==> config.mk <==
export PLATFORM = sky130hd
export DESIGN_NAME = rv32i_execute
export DESIGN_NICKNAME = d
export VERILOG_FILES = /design/src/rv32i_ex_pkg.sv /design/src/ex_bus_if.sv /design/src/branch_predictor.sv /design/src/decode_stage.sv /design/src/execute_stage.sv /design/src/rv32i_execute.sv
export VERILOG_INCLUDE_DIRS = /design/src
export SDC_FILE = /design/constraint.sdc
export NUM_CORES = 1
export LEC_CHECK = 0
export BUFFER_PORTS_ARGS = -buffer_cell sky130_fd_sc_hd__buf_2
export CAP_MARGIN = 20
export CORE_MARGIN = 1
export CORE_UTILIZATION = 48
export CTS_CLUSTER_DIAMETER = 40
export DETAILED_ROUTE_END_ITERATION = 8
export PLACE_DENSITY = 0.74
export SKIP_LAST_GASP = 1
export SYNTH_ARGS = -nofsm -noshare
export SYNTH_HDL_FRONTEND = slang
export SYNTH_SLANG_ARGS = --single-unit
export TNS_END_PERCENT = 20
==> constraint.sdc <==
create_clock -name clk -period 6.2 [get_ports clk]
set_clock_uncertainty 0.15 [all_clocks]
set_input_delay 1.24 -clock clk [delete_from_list [all_inputs] [get_ports clk]]
set_output_delay 1.24 -clock clk [all_outputs]
set_load 0.05 [all_outputs]
==> src/rv32i_ex_config.svh <==
`ifndef RV32I_EX_CONFIG_SVH
`define RV32I_EX_CONFIG_SVH

`define XLEN            32

`define OPC_LUI         7'b0110111
`define OPC_AUIPC       7'b0010111
`define OPC_JAL         7'b1101111
`define OPC_JALR        7'b1100111
`define OPC_BRANCH      7'b1100011
`define OPC_LOAD        7'b0000011
`define OPC_STORE       7'b0100011
`define OPC_IMMOP       7'b0010011
`define OPC_ALUOP       7'b0110011

`define F3_ADD          3'b000 // ADD, SUB and ADDI
`define F3_SLL          3'b001
`define F3_SLT          3'b010
`define F3_SLTU         3'b011
`define F3_XOR          3'b100
`define F3_SR           3'b101 // SRL or SRA, picked by funct7 bit 5
`define F3_OR           3'b110
`define F3_AND          3'b111
`define F3_JALR         3'b000

`define F3_BEQ          3'b000
`define F3_BNE          3'b001
`define F3_BLT          3'b100
`define F3_BGE          3'b101
`define F3_BLTU         3'b110
`define F3_BGEU         3'b111

`define ALU_AND         4'b0000
`define ALU_OR          4'b0001
`define ALU_ADD         4'b0010
`define ALU_SRL         4'b0011
`define ALU_SRA         4'b0100
`define ALU_SLL         4'b0101
`define ALU_SUB         4'b0110
`define ALU_SLT         4'b0111
`define ALU_XOR         4'b1000
`define ALU_SLTU        4'b1001
`define ALU_PASS_B      4'b1010 // LUI only

`define BR_NONE         3'b000
`define BR_EQ           3'b001
`define BR_NE           3'b010
`define BR_LT           3'b011
`define BR_GE           3'b100
`define BR_LTU          3'b101
`define BR_GEU          3'b110

`define PRED_RESET      2'b01 // Weakly not taken

`endif

==> src/rv32i_ex_pkg.sv <==
`default_nettype none

package rv32i_ex_pkg;

	typedef struct packed {
		logic [6:0]  funct7;
		logic [4:0]  rs2;
		logic [4:0]  rs1;
		logic [2:0]  funct3;
		logic [4:0]  rd;
		logic [6:0]  opcode;
	} r_fmt_t;

	typedef struct packed {
		logic [11:0] imm_11_0;
		logic [4:0]  rs1;
		logic [2:0]  funct3;
		logic [4:0]  rd;
		logic [6:0]  opcode;
	} i_fmt_t;

	typedef struct packed {
		logic [6:0]  imm_11_5;
		logic [4:0]  rs2;
		logic [4:0]  rs1;
		logic [2:0]  funct3;
		logic [4:0]  imm_4_0;
		logic [6:0]  opcode;
	} s_fmt_t;

	typedef struct packed {
		logic        imm_12;
		logic [5:0]  imm_10_5;
		logic [4:0]  rs2;
		logic [4:0]  rs1;
		logic [2:0]  funct3;
		logic [3:0]  imm_4_1;
		logic        imm_11; // Sits in the rd slot of bit 7
		logic [6:0]  opcode;
	} b_fmt_t;

	typedef struct packed {
		logic [19:0] imm_31_12;
		logic [4:0]  rd;
		logic [6:0]  opcode;
	} u_fmt_t;

	typedef struct packed {
		logic        imm_20;
		logic [9:0]  imm_10_1;
		logic        imm_11;
		logic [7:0]  imm_19_12;
		logic [4:0]  rd;
		logic [6:0]  opcode;
	} j_fmt_t;

	// One instruction word, six views of its fields
	typedef union packed {
		r_fmt_t r;
		i_fmt_t i;
		s_fmt_t s;
		b_fmt_t b;
		u_fmt_t u;
		j_fmt_t j;
	} instr_word_t;

endpackage

`default_nettype wire

==> src/ex_bus_if.sv <==
`default_nettype none
`include "rv32i_ex_config.svh"

interface ex_bus_if;
	logic             valid;      // One cycle per issued instruction
	logic [3:0]       alu_op;
	logic [2:0]       br_cond;
	logic             is_branch;  // Conditional branch
	logic             is_jump;    // JAL or JALR
	logic             is_jalr;
	logic             illegal;
	logic [`XLEN-1:0] op_a;
	logic [`XLEN-1:0] op_b;
	logic [`XLEN-1:0] rs1;        // Raw rs1 value for the JALR target
	logic [`XLEN-1:0] imm;
	logic [`XLEN-1:0] pc;
	logic             predicted;  // Predictor answer at issue time

	modport stage_out (
		output valid, alu_op, br_cond, is_branch, is_jump, is_jalr, illegal,
		output op_a, op_b, rs1, imm, pc, predicted
	);

	modport stage_in (
		input valid, alu_op, br_cond, is_branch, is_jump, is_jalr, illegal,
		input op_a, op_b, rs1, imm, pc, predicted
	);
endinterface

`default_nettype wire

==> src/branch_predictor.sv <==
`default_nettype none
`include "rv32i_ex_config.svh"

module branch_predictor (
	input  wire  clk,
	input  wire  arst_n,
	input  wire  pred_req,      // Conditional branch in decode
	input  wire  resolve,       // Branch resolved in execute
	input  wire  resolve_taken,
	output logic pred_taken
);
	logic [1:0] ctr; // 0,1 not taken, 2,3 taken

	// Saturating update at the edge that registers the branch outputs
	always_ff @(posedge clk or negedge arst_n) begin
		if (!arst_n) begin
			ctr <= `PRED_RESET;
		end else if (resolve) begin
			if (resolve_taken) begin
				if (ctr != 2'b11) begin
					ctr <= ctr + 2'd1;
				end
			end else begin
				if (ctr != 2'b00) begin
					ctr <= ctr - 2'd1;
				end
			end
		end
	end

	assign pred_taken = ctr[1] & pred_req; // Only answers a real request

endmodule

`default_nettype wire

==> src/decode_stage.sv <==
`default_nettype none
`include "rv32i_ex_config.svh"

module decode_stage (
	input  wire                            clk,
	input  wire                            arst_n,
	input  wire                            issue,
	input  wire rv32i_ex_pkg::instr_word_t instr,
	input  wire [`XLEN-1:0]                pc,
	input  wire [`XLEN-1:0]                rs1_val,
	input  wire [`XLEN-1:0]                rs2_val,
	output logic                           pred_req,
	input  wire                            pred_taken,
	ex_bus_if.stage_out                    bus
);
	logic [6:0]       opcode;
	logic [2:0]       funct3;
	logic             alt;        // funct7 bit 5, SUB and SRA select
	logic [`XLEN-1:0] imm_i;
	logic [`XLEN-1:0] imm_s;
	logic [`XLEN-1:0] imm_b;
	logic [`XLEN-1:0] imm_u;
	logic [`XLEN-1:0] imm_j;
	logic [3:0]       alu_op_d;
	logic [2:0]       br_cond_d;
	logic             is_branch_d;
	logic             is_jump_d;
	logic             is_jalr_d;
	logic             illegal_d;
	logic [`XLEN-1:0] op_a_d;
	logic [`XLEN-1:0] op_b_d;
	logic [`XLEN-1:0] imm_d;

	// Shared by OP and OP-IMM, SUB only exists in the register form
	function automatic logic [3:0] alu_decode(input logic [2:0] f3, input logic f7_5,
		input logic reg_op);
		case (f3)
			`F3_ADD:  return (reg_op && f7_5) ? `ALU_SUB : `ALU_ADD;
			`F3_SLL:  return `ALU_SLL;
			`F3_SLT:  return `ALU_SLT;
			`F3_SLTU: return `ALU_SLTU;
			`F3_XOR:  return `ALU_XOR;
			`F3_SR:   return f7_5 ? `ALU_SRA : `ALU_SRL;
			`F3_OR:   return `ALU_OR;
			default:  return `ALU_AND;
		endcase
	endfunction

	assign opcode = instr.r.opcode;
	assign funct3 = instr.r.funct3;
	assign alt    = instr.r.funct7[5];

	assign imm_i = {{20{instr.i.imm_11_0[11]}}, instr.i.imm_11_0};
	assign imm_s = {{20{instr.s.imm_11_5[6]}}, instr.s.imm_11_5, instr.s.imm_4_0};
	assign imm_b = {{19{instr.b.imm_12}}, instr.b.imm_12, instr.b.imm_11,
		instr.b.imm_10_5, instr.b.imm_4_1, 1'b0};
	assign imm_u = {instr.u.imm_31_12, 12'b0};
	assign imm_j = {{11{instr.j.imm_20}}, instr.j.imm_20, instr.j.imm_19_12,
		instr.j.imm_11, instr.j.imm_10_1, 1'b0};

	always_comb begin
		alu_op_d    = `ALU_ADD;   // Address and link adds by default
		br_cond_d   = `BR_NONE;
		is_branch_d = 1'b0;
		is_jump_d   = 1'b0;
		is_jalr_d   = 1'b0;
		illegal_d   = 1'b0;
		op_a_d      = rs1_val;
		op_b_d      = imm_i;
		imm_d       = imm_i;
		case (opcode)
			`OPC_LUI: begin
				alu_op_d = `ALU_PASS_B;
				op_b_d   = imm_u;
				imm_d    = imm_u;
			end
			`OPC_AUIPC: begin
				op_a_d = pc;
				op_b_d = imm_u;
				imm_d  = imm_u;
			end
			`OPC_JAL: begin
				is_jump_d = 1'b1;
				op_a_d    = pc;               // Link value pc+4
				op_b_d    = `XLEN'(4);
				imm_d     = imm_j;
			end
			`OPC_JALR: begin
				is_jump_d = 1'b1;
				is_jalr_d = 1'b1;
				op_a_d    = pc;
				op_b_d    = `XLEN'(4);
				illegal_d = (funct3 != `F3_JALR);
			end
			`OPC_BRANCH: begin
				is_branch_d = 1'b1;
				alu_op_d    = `ALU_SUB;
				op_b_d      = rs2_val;
				imm_d       = imm_b;
				case (funct3)
					`F3_BEQ:  br_cond_d = `BR_EQ;
					`F3_BNE:  br_cond_d = `BR_NE;
					`F3_BLT:  br_cond_d = `BR_LT;
					`F3_BGE:  br_cond_d = `BR_GE;
					`F3_BLTU: br_cond_d = `BR_LTU;
					`F3_BGEU: br_cond_d = `BR_GEU;
					default:  illegal_d = 1'b1; // 010 and 011 unused
				endcase
			end
			`OPC_LOAD:                          // LB LH LW LBU LHU
				illegal_d = (funct3[1:0] == 2'b11) || (funct3 == 3'b110);
			`OPC_STORE: begin                   // SB SH SW
				op_b_d    = imm_s;
				imm_d     = imm_s;
				illegal_d = funct3[2] || (funct3[1:0] == 2'b11);
			end
			`OPC_IMMOP:
				alu_op_d = alu_decode(funct3, alt, 1'b0);
			`OPC_ALUOP: begin
				alu_op_d = alu_decode(funct3, alt, 1'b1);
				op_b_d   = rs2_val;
			end
			default:
				illegal_d = 1'b1;
		endcase
	end

	assign pred_req = issue && is_branch_d && !illegal_d; // Legal conditional branches only

	// ID/EX register
	always_ff @(posedge clk or negedge arst_n) begin
		if (!arst_n) begin
			bus.valid <= 1'b0;
		end else begin
			bus.valid <= issue;
		end
	end

	always_ff @(posedge clk) begin
		if (issue) begin
			bus.alu_op    <= alu_op_d;
			bus.br_cond   <= br_cond_d;
			bus.is_branch <= is_branch_d;
			bus.is_jump   <= is_jump_d;
			bus.is_jalr   <= is_jalr_d;
			bus.illegal   <= illegal_d;
			bus.op_a      <= op_a_d;
			bus.op_b      <= op_b_d;
			bus.rs1       <= rs1_val;
			bus.imm       <= imm_d;
			bus.pc        <= pc;
			bus.predicted <= pred_taken; // Counter state before this cycle's update
		end
	end

endmodule

`default_nettype wire

==> src/execute_stage.sv <==
`default_nettype none
`include "rv32i_ex_config.svh"

module execute_stage (
	input  wire              clk,
	input  wire              arst_n,
	ex_bus_if.stage_in       bus,
	output logic             resolve,
	output logic             resolve_taken,
	output logic             out_valid,
	output logic [`XLEN-1:0] result,
	output logic             taken,
	output logic [`XLEN-1:0] target,
	output logic             mispredict,
	output logic             illegal
);
	logic [4:0]       shamt;
	logic [`XLEN-1:0] alu_res;
	logic             cond;        // Branch condition holds
	logic             taken_d;
	logic             mispredict_d;
	logic [`XLEN-1:0] pc_target;
	logic [`XLEN-1:0] jalr_sum;
	logic [`XLEN-1:0] target_d;

	assign shamt = bus.op_b[4:0];

	// ALU
	always_comb begin
		case (bus.alu_op)
			`ALU_AND:    alu_res = bus.op_a & bus.op_b;
			`ALU_OR:     alu_res = bus.op_a | bus.op_b;
			`ALU_ADD:    alu_res = bus.op_a + bus.op_b;
			`ALU_SUB:    alu_res = bus.op_a - bus.op_b;
			`ALU_SLT:    alu_res = `XLEN'($signed(bus.op_a) < $signed(bus.op_b));
			`ALU_SLTU:   alu_res = `XLEN'(bus.op_a < bus.op_b);
			`ALU_SRL:    alu_res = bus.op_a >> shamt;
			`ALU_SRA:    alu_res = $signed(bus.op_a) >>> shamt; // Sign fills from the top
			`ALU_SLL:    alu_res = bus.op_a << shamt;
			`ALU_XOR:    alu_res = bus.op_a ^ bus.op_b;
			`ALU_PASS_B: alu_res = bus.op_b;
			default:     alu_res = '0;
		endcase
	end

	// Branch comparator
	always_comb begin
		case (bus.br_cond)
			`BR_EQ:  cond = (bus.op_a == bus.op_b);
			`BR_NE:  cond = (bus.op_a != bus.op_b);
			`BR_LT:  cond = ($signed(bus.op_a) < $signed(bus.op_b));
			`BR_GE:  cond = ($signed(bus.op_a) >= $signed(bus.op_b));
			`BR_LTU: cond = (bus.op_a < bus.op_b);
			`BR_GEU: cond = (bus.op_a >= bus.op_b);
			default: cond = 1'b0;
		endcase
	end

	assign pc_target = bus.pc + bus.imm;                 // Branch and JAL
	assign jalr_sum  = bus.rs1 + bus.imm;
	assign target_d  = bus.is_jalr ? {jalr_sum[`XLEN-1:1], 1'b0} : pc_target;

	assign taken_d      = !bus.illegal && (bus.is_jump || (bus.is_branch && cond));
	assign mispredict_d = !bus.illegal && bus.is_branch && (bus.predicted != cond);

	// Predictor update, illegal encodings leave the counter alone
	assign resolve       = bus.valid && bus.is_branch && !bus.illegal;
	assign resolve_taken = cond;

	// Output register
	always_ff @(posedge clk or negedge arst_n) begin
		if (!arst_n) begin
			out_valid  <= 1'b0;
			taken      <= 1'b0;
			mispredict <= 1'b0;
			illegal    <= 1'b0;
		end else begin
			out_valid <= bus.valid;
			if (bus.valid) begin                            // Hold until next result
				taken      <= taken_d;
				mispredict <= mispredict_d;
				illegal    <= bus.illegal;
			end
		end
	end

	always_ff @(posedge clk) begin
		if (bus.valid) begin
			result <= bus.illegal ? '0 : alu_res;
			target <= target_d;
		end
	end

endmodule

`default_nettype wire

==> src/rv32i_execute.sv <==
`default_nettype none
`include "rv32i_ex_config.svh"

module rv32i_execute (
	input  wire              clk,
	input  wire              arst_n,
	input  wire              issue,
	input  wire [31:0]       instr,
	input  wire [`XLEN-1:0]  pc,
	input  wire [`XLEN-1:0]  rs1_val,
	input  wire [`XLEN-1:0]  rs2_val,
	output logic             out_valid,
	output logic [`XLEN-1:0] result,
	output logic             taken,
	output logic [`XLEN-1:0] target,
	output logic             mispredict,
	output logic             illegal
);
	logic pred_req;      // Decode asks for a prediction
	logic pred_taken;
	logic resolve;       // Execute reports a resolved branch
	logic resolve_taken;

	ex_bus_if bus_if ();  // ID/EX contents

	decode_stage u_decode (
		.clk        (clk),
		.arst_n     (arst_n),
		.issue      (issue),
		.instr      (instr),
		.pc         (pc),
		.rs1_val    (rs1_val),
		.rs2_val    (rs2_val),
		.pred_req   (pred_req),
		.pred_taken (pred_taken),
		.bus        (bus_if.stage_out)
	);

	branch_predictor u_predictor (
		.clk           (clk),
		.arst_n        (arst_n),
		.pred_req      (pred_req),
		.resolve       (resolve),
		.resolve_taken (resolve_taken),
		.pred_taken    (pred_taken)
	);

	execute_stage u_execute (
		.clk           (clk),
		.arst_n        (arst_n),
		.bus           (bus_if.stage_in),
		.resolve       (resolve),
		.resolve_taken (resolve_taken),
		.out_valid     (out_valid),
		.result        (result),
		.taken         (taken),
		.target        (target),
		.mispredict    (mispredict),
		.illegal       (illegal)
	);

endmodule

`default_nettype wire

# Word-level counts from Yosys, hierarchy flattened
# Index checks and enable logic that the tools add are counted.
# totals
register_bits	243
latch_bits	0
ramBits	0
romBits	0
inputBits	131
output_inout_bits	68
elab_cells	121
memories	0
# classes
add_sub_neg	6
mul	0
div_mod_pow	0
n_lt_le_gt_ge	4
n_eq_ne	38
shift	3
n_mux	20
bitwise_logic	4
reduce_logical	25
# ops
op	count
case mux 32 bit (11 select lines)	1
case mux 32 bit (4 select lines)	1
case mux 31 bit (4 select lines)	1
adder 32 bit	3
>= comparator 32 bit	2
< comparator 32 bit	2
two-way mux 32 bit	2
case mux 4 bit (7 select lines)	2
AND 32 bit	1
== test 32 bit	1
!= test 32 bit	1
OR 32 bit	1
<< shifter 32 x 5 -> 32 bit	1
right shift 32 x 5 -> 32 bit	1
>>> shifter 32 x 5 -> 32 bit	1
subtractor 32 bit	1
bitwise XOR 32 bit	1
== test 3 bit (second input constant)	7
== test 7 x 6 -> 1 bit (second input constant)	3
== test 7 bit (second input constant)	3
case mux 3 bit (6 select lines)	1
== test 4 x 3 -> 1 bit (second input constant)	4
case mux 4 bit (4 select lines)	1
== test 7 x 5 -> 1 bit (second input constant)	2
29 further kinds	56

# Depth between registers and ports, before layout
# Gate-level depths: netlist (run 1).
# logic_depth
word_depth	7
depth_mapped	16
mapped_depth_nobuf	14

# Modules after synthesis
# Synthesis (run 1) repeated with hierarchy kept, for this count alone.
# unflattened
cells_unflattened	2295
area_unflattened_um2	20925.1
# modules_own_cells
mod	instances	cells_each	area_each_um2
execute_stage	1	1904	14111.0
decode_stage	1	382	6711.4
branch_predictor	1	9	102.6

# Least setup slack after synthesis (run 1)
# OpenSTA, ideal clock, no wires.
# synth_path
path_kind	register -> register
startpoint	register u_decode.bus.op_b[2]
endpoint	register u_execute.result[30] (data pin)
setup_time_ns	0.271
arrival_time_ns	4.367
slack_ns	1.412
path_stages_with_launch	17
n_path_buf	4
synth_period_minus_slack_ns	4.788
path_cell_list	edfxtp_1 -> inv_2 -> buf_1 -> buf_1 -> clkbuf_1 -> ha_1 -> buf_2 -> nor2b_2 -> o21ai_0 -> a21oi_1 -> o21ai_1 -> a2111oi_0 -> nor2_1 -> o31ai_1 -> mux2_2 -> a221oi_1 -> o211ai_1
# synth_via
elab_chain_cells	2
elab_cells_between_ends	6
classes_between	add/sub (2); shift (3); mux (1)
# synth_lines
element	line_no	rtl
start: declaration	ex_bus_if.sv:21	output op_a, op_b, rs1, imm, pc, predicted
start signal: assignment	decode_stage.sv:148	bus.op_b <= op_b_d;
subtractor 32 bit (tied with other cells)	execute_stage.sv:34	`ALU_SUB: alu_res = bus.op_a - bus.op_b;
case mux 32 bit (11 select lines) (*)	execute_stage.sv:30	case (bus.alu_op)
end signal: assignment	execute_stage.sv:89	result <= bus.illegal ? '0 : alu_res;
end: declaration	execute_stage.sv:11	output logic [`XLEN-1:0] result,
# Every way passes the cells marked *; elsewhere a longest branch is shown, timed or not.
# A chain may end at the register's enable or synchronous reset.

# Final worst setup path (run 1)
# layout_path
startpoint	register u_decode.bus.op_b[3]
endpoint	register u_execute.result[30] (data pin)
# The elaborated chain is that of the path after synthesis.

==> out/metrics.csv, run 1 <==
metric,value,unit
globalRouteOverflowTotal,0,
post_synth.cell_area_avg,9.11,µm²
final.period_utilization,74.7,%
syn-cell-area,0.0209,mm²
worstReg2RegEnd,u_execute.result[30],
run_status,finished clean,
worst_hold_slack,0.339,ns
postLayoutSetupSlackWorst,1.57,ns
timing.critical_path.from,u_decode.bus.op_b[3],
gr-max-usage-layer,met2,
number_of_synthesized_flops_with_an_enable_pin,236,
final.min_clock_period,4.63,ns
synthMostInstantiatedCell,sky130_fd_sc_hd__edfxtp_1,
cts_setup_buffers,0,
yosys-mux-area-fraction,9.42,%
vias,20300,
min_path_type,in2async,
synth_top_area_share,34.0,%
global_route.usage.met2,52.8,%
clk_path_buf_depth,3,
asyncSetResetFlopFracSynth,2.88,%
worst_slew_pin_slew,1.12,ns
yosysSeqAreaShare,34.8,%
wire_length_of_the_first_global_routing_pass,117,mm
grt_use_met3,8.12,%
synth.yosys.warnings,0,
cts_tree,yes,
coreArea,0.0430,mm²
postCtsHoldBufs,0,
io_pins,199,
finalHoldViolations,0,
synth-adder-area-share,9.86,%
fraction_of_the_mapped_netlist_area_in_compound_gates,23.3,%
critical_path_arrival,4.78,ns
worst_setup_hold_path_clk_slew,0.06,ns
xor_xnor_portion_of_the_synthesized_cell_area,2.43,%
area_growth_syn_to_layout,14.9,%
rsz0062_at_grt,no,
die_area,0.0443,mm²
synth_top_family_by_area,compound AO/OA/AOI/OAI gates,
power.ir.vdd_worst,0.321,mV
later_pin_clock_latency_in_the_skew_report,0.59,ns
start_util,48.5,%
globalRouteTotalUtil,35.4,%
cts.htree.levels,2,
synth_commonest_cells,"sky130_fd_sc_hd__edfxtp_1 (236), sky130_fd_sc_hd__nor2_1 (224), sky130_fd_sc_hd__nand2_1 (214)",
detailedPlacementHpwl,60.3,mm
cts_buffers,45,
drt-total-wl,79.7,mm
synthTopCellsByArea,"sky130_fd_sc_hd__edfxtp_1 (34%), sky130_fd_sc_hd__ha_1 (9.5%), sky130_fd_sc_hd__a21oi_1 (4.6%)",
cp-end-kind,flop,
timing_max_transition_violations_final,0,
setup_tns,0,ns
setup_viols_final,0,
reg2reg_from,u_decode.bus.op_b[3],
grt_antenna_before_repair,9,
synth-seq-cells,243,
grt_util_met1,48.2,%
cts-root-buf,sky130_fd_sc_hd__clkbuf_16,
synthSimpleGateAreaFrac,15.3,%
slew-limit-headroom,25.0,%
required,6.35,ns
drt-wirelength-per-cell,26.0,µm
nNetsFinal,2740,
die_height,210,µm
preCtsSetupSlack,1.75,ns
total_power_of_the_final_layout,0.00708,W
postSynthCellCount,2290,
drt_iter0_markers,2677,
cp_max_fo,36,
synth.net_count,2583,
share_of_cells_above_drive_strength_1,17.0,%
criticalPathCategory,reg2reg,
io_buffers,198,
max_clock_freq,216,MHz
r2r_setup_slack,1.57,ns
gpl.final_weighted_congestion,1.05,
maxCapViolCount,0,
fin_cells,3070,
cellLeakagePower,9.84,nW
netlist-cell-type-count,93,
numPlacedInstances,2985,
start_kind,flop,
primary_flip_flop_cell_chosen_by_synthesis_mapping,sky130_fd_sc_hd__edfxtp_1,
ant_nets,0,
remaining_drc_errors,0,
first_global_vias,18800,
vias_per_cell,6.61,
timing.reg2reg.worst_path_depth,14,
drt_first_pass_iters,6,
floorplan.die.width,210,µm
num_rows,76,
netlist.top_cell.by_area,sky130_fd_sc_hd__edfxtp_1,
grt_start_max_net_pins,110,
pwr_density_cell,296,mW/mm²
ctsResizeCount,0,
cts_num_sinks,243,
## critical path, stage by stage, from the launching register on
cell,delay (ns)
sky130_fd_sc_hd__edfxtp_1,0.38
sky130_fd_sc_hd__clkinv_1,0.06
sky130_fd_sc_hd__buf_4,0.40
sky130_fd_sc_hd__ha_1,0.39
sky130_fd_sc_hd__nor2_2,0.18
sky130_fd_sc_hd__o21ai_0,0.13
sky130_fd_sc_hd__a21oi_1,0.36
sky130_fd_sc_hd__o21ai_1,0.17
sky130_fd_sc_hd__a2111oi_0,0.51
sky130_fd_sc_hd__buf_4,0.24
sky130_fd_sc_hd__nor2_1,0.08
sky130_fd_sc_hd__o31ai_1,0.42
sky130_fd_sc_hd__mux2_2,0.39
sky130_fd_sc_hd__a221oi_1,0.34
sky130_fd_sc_hd__o211ai_1,0.12
## kinds of logic after synthesis
kind of cell,count (synthesis)
multiplexers,149
AND/OR/NAND/NOR,695
AO/OA/AOI/OAI,736
adder cells (fa/ha/maj),162
buffers and inverters,247
flip-flops,243
XOR/XNOR,58
## how the worst max path moves through the flow
stage                                end  depth (start not counted)
finish              u_execute.result[30]                         14
global route        u_execute.result[30]                         14
CTS                 u_execute.result[30]                         14
detailed placement  u_execute.result[30]                         14
global placement     u_execute.result[8]                         13
floorplan           u_execute.result[30]                         16
## metrics by stage
stage | area, µm² | util [%]
after floorplan | 20900 | -
after global placement | 22400 | 52.0
after detailed placement | 22400 | 52.0
after CTS | 24000 | 55.7
after global routing | 24000 | 55.8
final | 24000 | 55.8
## cells in the final DEF (no fill, tap or decap), types with 52 or more instances in the layout
| cell | n |
|---|---|
| sky130_fd_sc_hd__a21o_1 | 52 |
| sky130_fd_sc_hd__a21oi_1 | 192 |
| sky130_fd_sc_hd__buf_2 | 199 |
| sky130_fd_sc_hd__edfxtp_1 | 236 |
| sky130_fd_sc_hd__ha_1 | 158 |
| sky130_fd_sc_hd__inv_1 | 115 |
| sky130_fd_sc_hd__mux2i_1 | 77 |
| sky130_fd_sc_hd__nand2_1 | 214 |
| sky130_fd_sc_hd__nor2_1 | 221 |
| sky130_fd_sc_hd__nor3_1 | 58 |
| sky130_fd_sc_hd__o21ai_0 | 155 |
## power breakdown
part	leakage, nW	switching, W	internal, W
Combinational	6.69	0.00150	0.000785
Clock	0.768	0.000924	0.00170
Sequential	2.38	0.000162	0.00201
Total	9.84	0.00259	0.00450
## area by class of cell
| class | count | area, µm² |
|---|---|---|
| diodes | 4 | 10.0 |
| clock buffers | 50 | 1150 |
| clock inverters | 31 | 444 |
| fillers | 3939 | 19000 |
| inverters | 119 | 447 |
| multi-input cells | 1800 | 12600 |
| flip-flops and latches | 243 | 7270 |
| well taps | 585 | 732 |
| repair buffers | 238 | 1310 |
## routing by layer
layer | wire length [µm] | vias to the layer above
li1 | - | 8950
met5 | 38 | -
met4 | 4600 | 6
met3 | 9060 | 258
met2 | 33900 | 1375
met1 | 32100 | 9691
## flip-flops by register name, summed over array words and instances (netlist names)
register                count
u_decode.bus.imm           32
u_decode.bus.op_a          32
u_decode.bus.op_b          32
u_decode.bus.pc            32
u_decode.bus.rs1           32
u_execute.result           32
u_execute.target           32
u_decode.bus.alu_op         4
u_decode.bus.br_cond        3
u_predictor.ctr             2
u_decode.bus.illegal        1
u_decode.bus.is_branch      1
u_decode.bus.is_jalr        1
u_decode.bus.is_jump        1
u_decode.bus.predicted      1
u_decode.bus.valid          1
u_execute.illegal           1
u_execute.mispredict        1
u_execute.out_valid         1
u_execute.taken             1
Power figures use the tool's default switching activity.
==> run 2, diff against run 1 <==
--- a/config.mk
+++ b/config.mk
@@ -6,6 +6,7 @@
 export SDC_FILE = /design/constraint.sdc
 export NUM_CORES = 1
 export LEC_CHECK = 0
+export ABC_AREA = 1
 export BUFFER_PORTS_ARGS = -buffer_cell sky130_fd_sc_hd__buf_2
 export CAP_MARGIN = 20
 export CORE_MARGIN = 1
==> constraint.sdc (replaced) <==
create_clock -name clk -period 4.8 [get_ports clk]
set_clock_uncertainty 0.15 [all_clocks]
set_input_delay 0.96 -clock clk [delete_from_list [all_inputs] [get_ports clk]]
set_output_delay 0.96 -clock clk [all_outputs]
set_load 0.05 [all_outputs]
==> run 2 against run 1 <==
Clock power rose by 18%. Critical path type unchanged. Highest routed layer unchanged. Largest cell class unchanged. Non-clock buffer count fell by 10. Sequential share of layout area fell by 1.2 points.
==> out/metrics.csv, run 2 <==
metric,value,unit,change
cts_tree,yes,,
final.min_clock_period,3.62,ns,-1.01 ns
coreArea,0.0453,mm²,+5.4%
floorplan.die.width,216,µm,+2.7%
cts.htree.levels,2,,unchanged
timing_max_transition_violations_final,0,,unchanged
wire_length_of_the_first_global_routing_pass,139,mm,+18%
worst_setup_hold_path_clk_slew,0.06,ns,about the same
vias,23600,,+16%
share_of_cells_above_drive_strength_1,12.4,%,-4.6 points
power.ir.vdd_worst,0.445,mV,+39%
primary_flip_flop_cell_chosen_by_synthesis_mapping,sky130_fd_sc_hd__edfxtp_1,,
postSynthCellCount,3090,,+35%
remaining_drc_errors,0,,unchanged
max_clock_freq,276,MHz,+28%
netlist.top_cell.by_area,sky130_fd_sc_hd__edfxtp_1,,
criticalPathCategory,reg2reg,,
ant_nets,0,,unchanged
grt_start_max_net_pins,102,,-7.3%
drt-wirelength-per-cell,24.5,µm,-5.5%
layout.cells.most_common_list,"sky130_fd_sc_hd__nand2_1 (759), sky130_fd_sc_hd__inv_1 (329), sky130_fd_sc_hd__o21ai_0 (288)",,
grt_antenna_before_repair,3,,-6
ctsResizeCount,0,,unchanged
cpMaxStageDelayCell,sky130_fd_sc_hd__nor3_1,,
cp-end-kind,flop,,
reg2reg_from,u_decode.bus.op_b[0],,
crit_chain,"inv_2, o21ai_1, nand2_1, inv_1, o21ai_0, o21ai_0, nand2_1, a21oi_1, nor3_1, nand3_1, nand2_1, inv_1",,
min_path_type,in2async,,
cp_max_fo,23,,-36%
yosysSeqAreaShare,33.0,%,-1.8 points
nNetsFinal,3550,,+30%
cts_num_sinks,243,,unchanged
final.fill_count,4520,,+15%
postLayoutSetupSlackWorst,1.18,ns,-0.389 ns
globalRouteOverflowTotal,0,,unchanged
maxCapViolCount,0,,unchanged
crit_top_cell,sky130_fd_sc_hd__nand2_1,,
setup_viols_final,0,,unchanged
vias_per_cell,6.06,,-8.2%
worst_slew_pin_slew,1.05,ns,-0.0756 ns
setup_tns,0,ns,unchanged
layout.cells.most_common,sky130_fd_sc_hd__nand2_1,,
post_synth.cell_area_avg,7.12,µm²,-22%
critical_path_arrival,3.82,ns,-0.96 ns
drt_first_pass_iters,7,,+1
critical_path_buf_inv_count,3,,unchanged
timing.critical_path.from,u_decode.bus.op_b[0],,
postCtsHoldBufs,0,,unchanged
timing.reg2reg.worst_path_depth,12,,-2
asyncSetResetFlopFracSynth,2.88,%,unchanged
later_pin_clock_latency_in_the_skew_report,0.62,ns,+0.03 ns
clk_path_buf_depth,3,,unchanged
syn-cell-area,0.0220,mm²,+5.5%
synth.net_count,3383,,+31%
run_status,finished clean,,
synth-seq-cells,243,,unchanged
worst_hold_slack,0.0362,ns,-0.302 ns
synth_top_area_share,32.2,%,-1.8 points
io_pins,199,,unchanged
cts_buffers,44,,-2.2%
synthMostInstantiatedCell,sky130_fd_sc_hd__nand2_1,,
synth.yosys.warnings,0,,unchanged
drt-total-wl,95.6,mm,+20%
preCtsSetupSlack,1.09,ns,-0.658 ns
num_rows,78,,+2.6%
synthTopCellsByArea,"sky130_fd_sc_hd__edfxtp_1 (32%), sky130_fd_sc_hd__nand2_1 (13%), sky130_fd_sc_hd__ha_1 (9.0%)",,
critical_path.top_delay_family,simple AND/OR/NAND/NOR gates,,
first_global_vias,21300,,+13%
area_growth_syn_to_layout,13.4,%,
start_util,48.6,%,+0.077 points
synth_commonest_cells,"sky130_fd_sc_hd__nand2_1 (759), sky130_fd_sc_hd__inv_1 (329), sky130_fd_sc_hd__o21ai_0 (288)",,
finalHoldViolations,0,,unchanged
detailedPlacementHpwl,76.6,mm,+27%
final.period_utilization,75.4,%,+0.71 points
rsz0062_at_grt,no,,
drt_iter0_markers,3653,,+36%
cts-root-buf,sky130_fd_sc_hd__clkbuf_16,,
gpl.final_weighted_congestion,1.10,,+4.4%
number_of_synthesized_flops_with_an_enable_pin,236,,unchanged
worst-path-stages,12,,-2
io_buffers,198,,unchanged
pwr_density_cell,364,mW/mm²,+23%
cellLeakagePower,11.3,nW,+15%
globalRouteTotalUtil,40.1,%,+4.6 points
slew-limit-headroom,30.0,%,+5.0 points
die_height,216,µm,+2.7%
cpPeakStageDelay,0.59,ns,+0.08 ns
die_area,0.0467,mm²,+5.5%
netlist-cell-type-count,62,,-33%
start_kind,flop,,
cts_setup_buffers,0,,unchanged
required,5.00,ns,-1.35 ns
==> run 2: changes by cell type after synthesis, moves of 28 or more <==
| cell | previous run | this run |
|---|---|---|
| sky130_fd_sc_hd__nand2b_1 | 28 | 0 |
| sky130_fd_sc_hd__inv_1 | 115 | 329 |
| sky130_fd_sc_hd__clkbuf_1 | 81 | 39 |
| sky130_fd_sc_hd__nand3_1 | 40 | 180 |
| sky130_fd_sc_hd__nor2_1 | 224 | 284 |
| sky130_fd_sc_hd__a21o_1 | 52 | 24 |
| sky130_fd_sc_hd__a21oi_1 | 192 | 234 |
| sky130_fd_sc_hd__o21ai_1 | 3 | 69 |
| sky130_fd_sc_hd__xnor2_1 | 38 | 6 |
| sky130_fd_sc_hd__nand2_1 | 214 | 759 |
| sky130_fd_sc_hd__mux2i_1 | 77 | 10 |
| sky130_fd_sc_hd__mux4_2 | 34 | 0 |
| sky130_fd_sc_hd__o21ai_0 | 155 | 288 |
==> run 2: layout make-up <==
type                    instances  area [µm²]  area share (%)
multi-input cells            2381       12900            51.6
flip-flops and latches        243        7270            29.1
inverters                     359        1350            5.40
repair buffers                228        1250            5.02
clock buffers                  51        1150            4.60
well taps                     600         751            3.01
clock inverters                31         309            1.24
diodes                          1        2.50          0.0100
==> run 2: kinds of logic after synthesis <==
logic type	share of synthesized area [%]
XOR/XNOR	0.676
buffers and inverters	8.54
AND/OR/NAND/NOR	25.7
flip-flops	33.0
adder cells (fa/ha/maj)	9.34
multiplexers	2.09
AO/OA/AOI/OAI	20.6
==> run 2: worst paths after layout <==
path	to	slack (ns)
worst max-delay path	u_execute.result[26]	1.18
worst min-delay path	u_execute.illegal	0.04
worst max register to register	u_execute.result[26]	1.18
worst min register to register	u_predictor.ctr[0]	0.32
max in group asynchronous	u_predictor.ctr[0]	4.23
min in group clk	u_predictor.ctr[0]	0.32
==> run 2: report_power, final <==
part,internal (W),switching [W]
logic,0.000872,0.00232
registers,0.00259,0.000195
clock network,0.00186,0.00124
total,0.00533,0.00375
==> run 2: per-stage QoR <==
step / instance area, µm² / std cells / utilization (%) / power, W
3_5_place_dp: 23500 / 3809 / 51.8 / 0.00587
6_report: 25000 / 3894 / 55.1 / 0.00908
3_3_place_gp: 23500 / 3809 / 51.8 / 0.00588
4_1_cts: 24900 / 3891 / 55.0 / 0.00897
2_1_floorplan: 22000 / 3090 / - / 0.00483
5_1_grt: 25000 / 3893 / 55.1 / 0.00943
==> run 2: layer usage <==
metal / track usage (%) / wire, µm
met5: 0 / 9
met4: 14.4 / 3630
met3: 9.84 / 11700
met2: 57.3 / 39100
met1: 58.1 / 41100
